$ cat config.mk
export PLATFORM = sky130hd
export DESIGN_NAME = bram_replicate_top
export DESIGN_NICKNAME = d
export VERILOG_FILES = /design/src/common/bram_replicate_pkg.sv /design/src/bram_replicate/bram_replica.sv /design/src/bram_replicate/read_return.sv /design/src/bram_replicate/write_merge.sv /design/src/hdl/bram_replicate_top.sv
export VERILOG_INCLUDE_DIRS = /design/src /design/src/common
export SDC_FILE = /design/constraint.sdc
export NUM_CORES = 1
export LEC_CHECK = 0
export BUFFER_PORTS_ARGS = -buffer_cell sky130_fd_sc_hd__buf_2
export CAP_MARGIN = 0
export CORE_MARGIN = 8
export CORE_UTILIZATION = 40
export CTS_CLUSTER_DIAMETER = 50
export CTS_CLUSTER_SIZE = 12
export DETAILED_ROUTE_END_ITERATION = 10
export PLACE_DENSITY_LB_ADDON = 0.25
export RECOVER_POWER = 50
export SLEW_MARGIN = 5
export SYNTH_ARGS = -nofsm -noshare
export SYNTH_HDL_FRONTEND = slang
export SYNTH_SLANG_ARGS = --single-unit
$ cat constraint.sdc
create_clock -name clk -period 2.5 [get_ports clk]
set_clock_uncertainty 0.2 [all_clocks]
set_input_delay 0.5 -clock clk [delete_from_list [all_inputs] [get_ports clk]]
set_output_delay 0.5 -clock clk [all_outputs]
set_load 0.02 [all_outputs]
$ cat src/common/bram_replicate_config.svh
`ifndef BRAM_REPLICATE_CONFIG_SVH
`define BRAM_REPLICATE_CONFIG_SVH

// ####################
// Memory geometry
// ####################

`define BR_DATA_WIDTH 16   // Bits per stored word
`define BR_ADDR_WIDTH 5    // 32 words per replica

// ####################
// Channel counts
// ####################

`define BR_NUM_WR 2
// One replica per read channel
`define BR_NUM_RD 3

`endif

$ cat src/common/bram_replicate_pkg.sv
`default_nettype none

`include "bram_replicate_config.svh"

package bram_replicate_pkg;

    // ####################
    // Data path types
    // ####################

    // Stored word, used on both write and read data
    typedef logic [`BR_DATA_WIDTH-1:0] word_t;

    // Word address within one replica
    typedef logic [`BR_ADDR_WIDTH-1:0] addr_t;

endpackage

`default_nettype wire

$ cat src/bram_replicate/bram_replica.sv
`default_nettype none

module bram_replica #(
    parameter int DATA_WIDTH = 16,
    parameter int ADDR_WIDTH = 5
) (
    input  wire logic                  clk,
    input  wire logic                  arst_n,
    input  wire logic                  we,
    input  wire logic [ADDR_WIDTH-1:0] waddr,
    input  wire logic [DATA_WIDTH-1:0] wdata,
    input  wire logic                  re,
    input  wire logic [ADDR_WIDTH-1:0] raddr,
    output logic                       rvalid,
    output logic      [DATA_WIDTH-1:0] rdata
);

    localparam int DEPTH = 1 << ADDR_WIDTH;

    logic [DATA_WIDTH-1:0] mem [DEPTH];

    // Read sees the old word when both ports hit one address
    always_ff @(posedge clk) begin
        if (we) begin
            mem[waddr] <= wdata;
        end
        if (re) begin
            rdata <= mem[raddr];
        end
    end

    // One-edge read latency
    always_ff @(posedge clk or negedge arst_n) begin
        if (!arst_n) begin
            rvalid <= 1'b0;
        end else begin
            rvalid <= re;
        end
    end

endmodule

`default_nettype wire

$ cat src/bram_replicate/read_return.sv
`default_nettype none

`include "bram_replicate_config.svh"

module read_return (
    input  wire logic                       clk,
    input  wire logic                       arst_n,
    input  wire logic                       rd_en      [`BR_NUM_RD],
    input  wire logic                       rd_bram    [`BR_NUM_RD],
    input  wire logic                       mem_rvalid [`BR_NUM_RD],
    input  wire bram_replicate_pkg::word_t  mem_rdata  [`BR_NUM_RD],
    output logic                            rd_valid   [`BR_NUM_RD],
    output bram_replicate_pkg::word_t       rd_data    [`BR_NUM_RD]
);

    for (genvar k = 0; k < `BR_NUM_RD; k++) begin : gen_chan

        logic re_q;
        logic region_q;

        // ####################
        // Request delay
        // ####################

        always_ff @(posedge clk or negedge arst_n) begin
            if (!arst_n) begin
                re_q     <= 1'b0;
                region_q <= 1'b0;
                rd_valid[k] <= 1'b0;
            end else begin
                re_q     <= rd_en[k];
                region_q <= rd_bram[k];
                rd_valid[k] <= mem_rvalid[k] & re_q & region_q;  // Only this region returns
            end
        end

        always_ff @(posedge clk) begin
            if (mem_rvalid[k]) begin
                rd_data[k] <= mem_rdata[k];
            end
        end

        // Replica valid lines up with the delayed qualifying request
        a_valid_has_req : assert property (
            @(posedge clk) disable iff (!arst_n)
            mem_rvalid[k] == (re_q && region_q)
        ) else $error("read_return: replica valid and request disagree on channel %0d", k);

    end

endmodule

`default_nettype wire

$ cat src/bram_replicate/write_merge.sv
`default_nettype none

`include "bram_replicate_config.svh"

module write_merge (
    input  wire logic                       clk,
    input  wire logic                       arst_n,
    input  wire logic                       wr_en     [`BR_NUM_WR],
    input  wire logic                       wr_bram   [`BR_NUM_WR],
    input  wire bram_replicate_pkg::addr_t  wr_addr   [`BR_NUM_WR],
    input  wire bram_replicate_pkg::word_t  wr_data   [`BR_NUM_WR],
    output logic                            mem_we,
    output bram_replicate_pkg::addr_t       mem_waddr,
    output bram_replicate_pkg::word_t       mem_wdata
);

    logic [`BR_NUM_WR-1:0]     sel;       // Channel aims at this region
    bram_replicate_pkg::addr_t nxt_addr;
    bram_replicate_pkg::word_t nxt_data;

    for (genvar i = 0; i < `BR_NUM_WR; i++) begin : gen_sel
        assign sel[i] = wr_en[i] & wr_bram[i];
    end

    // Lowest selected channel wins, so scan from the top down
    always_comb begin
        nxt_addr = wr_addr[0];
        nxt_data = wr_data[0];
        for (int i = `BR_NUM_WR - 1; i >= 0; i--) begin
            if (sel[i]) begin
                nxt_addr = wr_addr[i];
                nxt_data = wr_data[i];
            end
        end
    end

    // ####################
    // Broadcast register
    // ####################

    always_ff @(posedge clk or negedge arst_n) begin
        if (!arst_n) begin
            mem_we <= 1'b0;
        end else begin
            mem_we <= |sel;
        end
    end

    always_ff @(posedge clk) begin
        if (|sel) begin
            mem_waddr <= nxt_addr;
            mem_wdata <= nxt_data;
        end
    end

    // Writers upstream must never target this region together
    a_single_writer : assert property (
        @(posedge clk) disable iff (!arst_n)
        $countones(sel) <= 1
    ) else $error("write_merge: more than one write channel selected in one cycle");

endmodule

`default_nettype wire

$ cat src/hdl/bram_replicate_top.sv
`default_nettype none

`include "bram_replicate_config.svh"

module bram_replicate_top (
    input  wire logic                       clk,
    input  wire logic                       arst_n,

    input  wire logic                       wr_en    [`BR_NUM_WR],
    input  wire logic                       wr_bram  [`BR_NUM_WR],
    input  wire bram_replicate_pkg::addr_t  wr_addr  [`BR_NUM_WR],
    input  wire bram_replicate_pkg::word_t  wr_data  [`BR_NUM_WR],

    input  wire logic                       rd_en    [`BR_NUM_RD],
    input  wire logic                       rd_bram  [`BR_NUM_RD],
    input  wire bram_replicate_pkg::addr_t  rd_addr  [`BR_NUM_RD],
    output logic                            rd_valid [`BR_NUM_RD],
    output bram_replicate_pkg::word_t       rd_data  [`BR_NUM_RD]
);

    logic                      mem_we;
    bram_replicate_pkg::addr_t mem_waddr;
    bram_replicate_pkg::word_t mem_wdata;
    logic                      mem_rvalid [`BR_NUM_RD];
    bram_replicate_pkg::word_t mem_rdata  [`BR_NUM_RD];

    write_merge write_merge_i (
        .clk       (clk),
        .arst_n    (arst_n),
        .wr_en     (wr_en),
        .wr_bram   (wr_bram),
        .wr_addr   (wr_addr),
        .wr_data   (wr_data),
        .mem_we    (mem_we),
        .mem_waddr (mem_waddr),
        .mem_wdata (mem_wdata)
    );

    // ####################
    // Replicas
    // ####################

    for (genvar k = 0; k < `BR_NUM_RD; k++) begin : gen_replica
        bram_replica #(
            .DATA_WIDTH (`BR_DATA_WIDTH),
            .ADDR_WIDTH (`BR_ADDR_WIDTH)
        ) bram_replica_i (
            .clk    (clk),
            .arst_n (arst_n),
            .we     (mem_we),      // Same write into every copy
            .waddr  (mem_waddr),
            .wdata  (mem_wdata),
            .re     (rd_en[k] & rd_bram[k]),
            .raddr  (rd_addr[k]),
            .rvalid (mem_rvalid[k]),
            .rdata  (mem_rdata[k])
        );
    end

    read_return read_return_i (
        .clk        (clk),
        .arst_n     (arst_n),
        .rd_en      (rd_en),
        .rd_bram    (rd_bram),
        .mem_rvalid (mem_rvalid),
        .mem_rdata  (mem_rdata),
        .rd_valid   (rd_valid),
        .rd_data    (rd_data)
    );

endmodule

`default_nettype wire

==> impl_metrics.tcl <==
set metrics [dict create \
    clkTransAtPathRegs_ns 0.06 \
    arrival_ns 2.38 \
    h-tree-depth 3 \
    ys_types 30 \
    vdd_drop_max_v 0.000415 \
    finish.instance_area_mm2 0.0399 \
    maxSlewViolCount 33 \
    vias_per_cell 6.24 \
    pre_cts_slack_ns -0.0973 \
    period_needed_ns 2.22 \
    gp_congestion 0.909 \
    cp.required_ns 2.66 \
    start_util 0.403 \
    setup_violations 0 \
    rsz0062_at_grt "no" \
    worstMarginPinSlew_ns 1.69 \
    areaGrowthSynthToFinish_pct 18.8 \
    dp.cells 3658 \
    drc 0 \
    cp-end-kind "flop" \
    slew_headroom -0.127 \
    cts_root_buf "clkbuf_16" \
    endpoint "gen_replica[2].bram_replica_i.rdata[15]$_DFFE_PP_" \
    design.die.area_mm2 0.0935 \
    synth_top_family_by_area "multiplexers" \
    drtPass1Iterations 6 \
    antenna_found_initial 3 \
    grt_max_degree 33 \
    leakage_nw 15.5 \
    vias 24000 \
    num_rows 106 \
    r2r_cells 1 \
    setup.worst_path.start "rd_addr[1]" \
    die_w_um 306 \
    drive_above_1_share 0.181 \
    die_y_um 306 \
    clk_path_buf_depth 3 \
    worstReg2RegStart "write_merge_i.mem_wdata[15]$_DFFE_PP_" \
    outcome "finished, violations left" \
    layoutNonFillerInstCount 3846 \
    layout.cells.most_common "mux2i_1" \
    reg2reg_slack_ns 0.30 \
    dp.final_hpwl_um 75700 \
    drv_cap 2 \
    io_pins 120 \
    postCtsSetupBuffers 0 \
    grt_pass1_vias 24400 \
    cts_tree "yes" \
    netlist_instances 2429 \
    yosys.area_share.adder 0 \
    post_dp_cell_area_mm2 0.0369 \
    whs_path_depth 2 \
    worstSetupStartpointType "primary input" \
    max_freq_ghz 0.451 \
    layout_common_cells "mux2i_1, edfxtp_1, a22oi_1" \
    synth_compound_area_frac 0.0912 \
    synthXorXnorAreaFrac 0 \
    synth_nets 2498 \
    core-area_mm2 0.0834 \
    drtIter0Drc 2682 \
    seq_area_frac_synth 0.572 \
    violations "capacitance limit, slew limit" \
    avgSynthCellArea_um2 13.8 \
    cp_max_fo 16 \
    cts_buffers 80 \
    grt_overflow 0 \
    synth_mux_area_frac 0.236 \
    min_path_type "in -> reg" \
    wl_um 114000 \
    yosysWarnings 0 \
    synth-seq-cells 642 \
    crit_type "in -> reg" \
    grtUsageTotal 0.235 \
    post-route-period-util 0.887 \
    clk_latency_ns 0.63 \
    hold_violations 0 \
    synth_area_mm2 0.0336 \
    ant_nets 0 \
    nets 2777 \
    cts.sinks 642 \
    synth-simple-area-share 0.0532 \
    p_per_area_mw_per_mm2 691 \
    post-route-util 0.478 \
    wl_per_cell_um 29.7 \
    fin_ws_ns 0.283 \
    portBuffers 119 \
    grt_pass1_wl_um 164000 \
    crit-reg2reg-capture "gen_replica[1].bram_replica_i.mem[0][15]$_DFFE_PP_" \
]
-- worst min path at each step --
stage	start	endpoint
global placement	gen_replica[0].bram_replica_i.rdata[3]$_DFFE_PP_	read_return_i.rd_data[35]$_DFFE_PP_
CTS	wr_addr[0]	write_merge_i.mem_waddr[0]$_DFFE_PP_
global route	wr_addr[0]	write_merge_i.mem_waddr[0]$_DFFE_PP_
finish	wr_addr[0]	write_merge_i.mem_waddr[0]$_DFFE_PP_
detailed placement	gen_replica[2].bram_replica_i.rdata[2]$_DFFE_PP_	read_return_i.rd_data[2]$_DFFE_PP_
floorplan	arst_n	gen_replica[0].bram_replica_i.rvalid$_DFF_PN0_
-- sequential cells by signal, indices dropped and copies added (netlist names) --
name,cells
gen_replica.bram_replica_i.rvalid,3
read_return_i.rd_valid,3
write_merge_i.mem_waddr,5
write_merge_i.mem_wdata,16
gen_replica.bram_replica_i.rdata,48
read_return_i.gen_chan.region_q,3
read_return_i.rd_data,48
gen_replica.bram_replica_i.mem,512
read_return_i.gen_chan.re_q,3
write_merge_i.mem_we,1
-- synthesized netlist by cell type (all sizes together) --
master,n,area share
or3b,2,0.00052
mux2,21,0.0070
nor3,48,0.0072
nand2,101,0.011
buf,171,0.044
a21oi,96,0.014
nand4,48,0.0089
a31oi,48,0.0089
or3,1,0.00019
nand3,99,0.015
nor2,37,0.0048
and2,6,0.0011
nor2b,6,0.0011
nand3b,5,0.0011
edfxtp,629,0.56
clkbuf,30,0.0035
nand2b,6,0.0011
or2,3,0.00056
and3,3,0.00056
a22oi,192,0.043
mux2i,768,0.23
a22o,96,0.025
dfrtp,13,0.0097
-- where the power goes --
part / leakage [nW] / internal (mW) / total [mW] / switching, mW
clock network: 1.28 / 6.94 / 11.6 / 4.65
registers: 5.88 / 12.4 / 12.7 / 0.355
logic: 8.29 / 1.28 / 3.24 / 1.96
total: 15.5 / 20.6 / 27.6 / 6.96
-- per-stage QoR --
stage	hold slack (ns)	power, mW	TNS (ns)
after detailed placement	0.205	16.1	-0.346
after floorplan	0.00441	14.6	0
after global routing	0.0281	28.3	0
after CTS	0.0135	27.7	0
final	0.0387	27.6	0
after global placement	0.206	16.0	-0.273
-- critical path: stages --
cell	delay, ns
buf_8	0.15
buf_12	0.17
buf_12	0.18
clkbuf_1	0.63
mux2i_1	0.29
a22oi_1	0.12
nand4_1	0.19
nand3_1	0.12
-- area by class of cell --
cell class	count	area [um2]
clock inverters	44	477
well taps	1080	1350
flip-flops and latches	642	19200
multi-input cells	1586	12800
repair buffers	398	3870
diodes	1	2.50
fillers	7056	43500
clock buffers	95	2160
-- per-layer routing --
layer,vias to the layer above,routed length [um],GRT usage
met1,12100,45700,0.302
met4,2,5120,0.101
li1,10200,-,-
met2,1333,53400,0.383
met3,365,10200,0.0482
met5,-,13,0
-- kinds of logic after synthesis --
kind of cell / Yosys count
buf+inv: 201
compound gates: 432
flops: 642
mux: 789
simple gates: 365
-- repair_timing --
item,in CTS,in global routing
resized for setup,0,0
endpoints found under the setup margin,0,0
hold buffers,47,0
endpoints found under the hold margin,39,0
(Power assumes the default switching activity.)
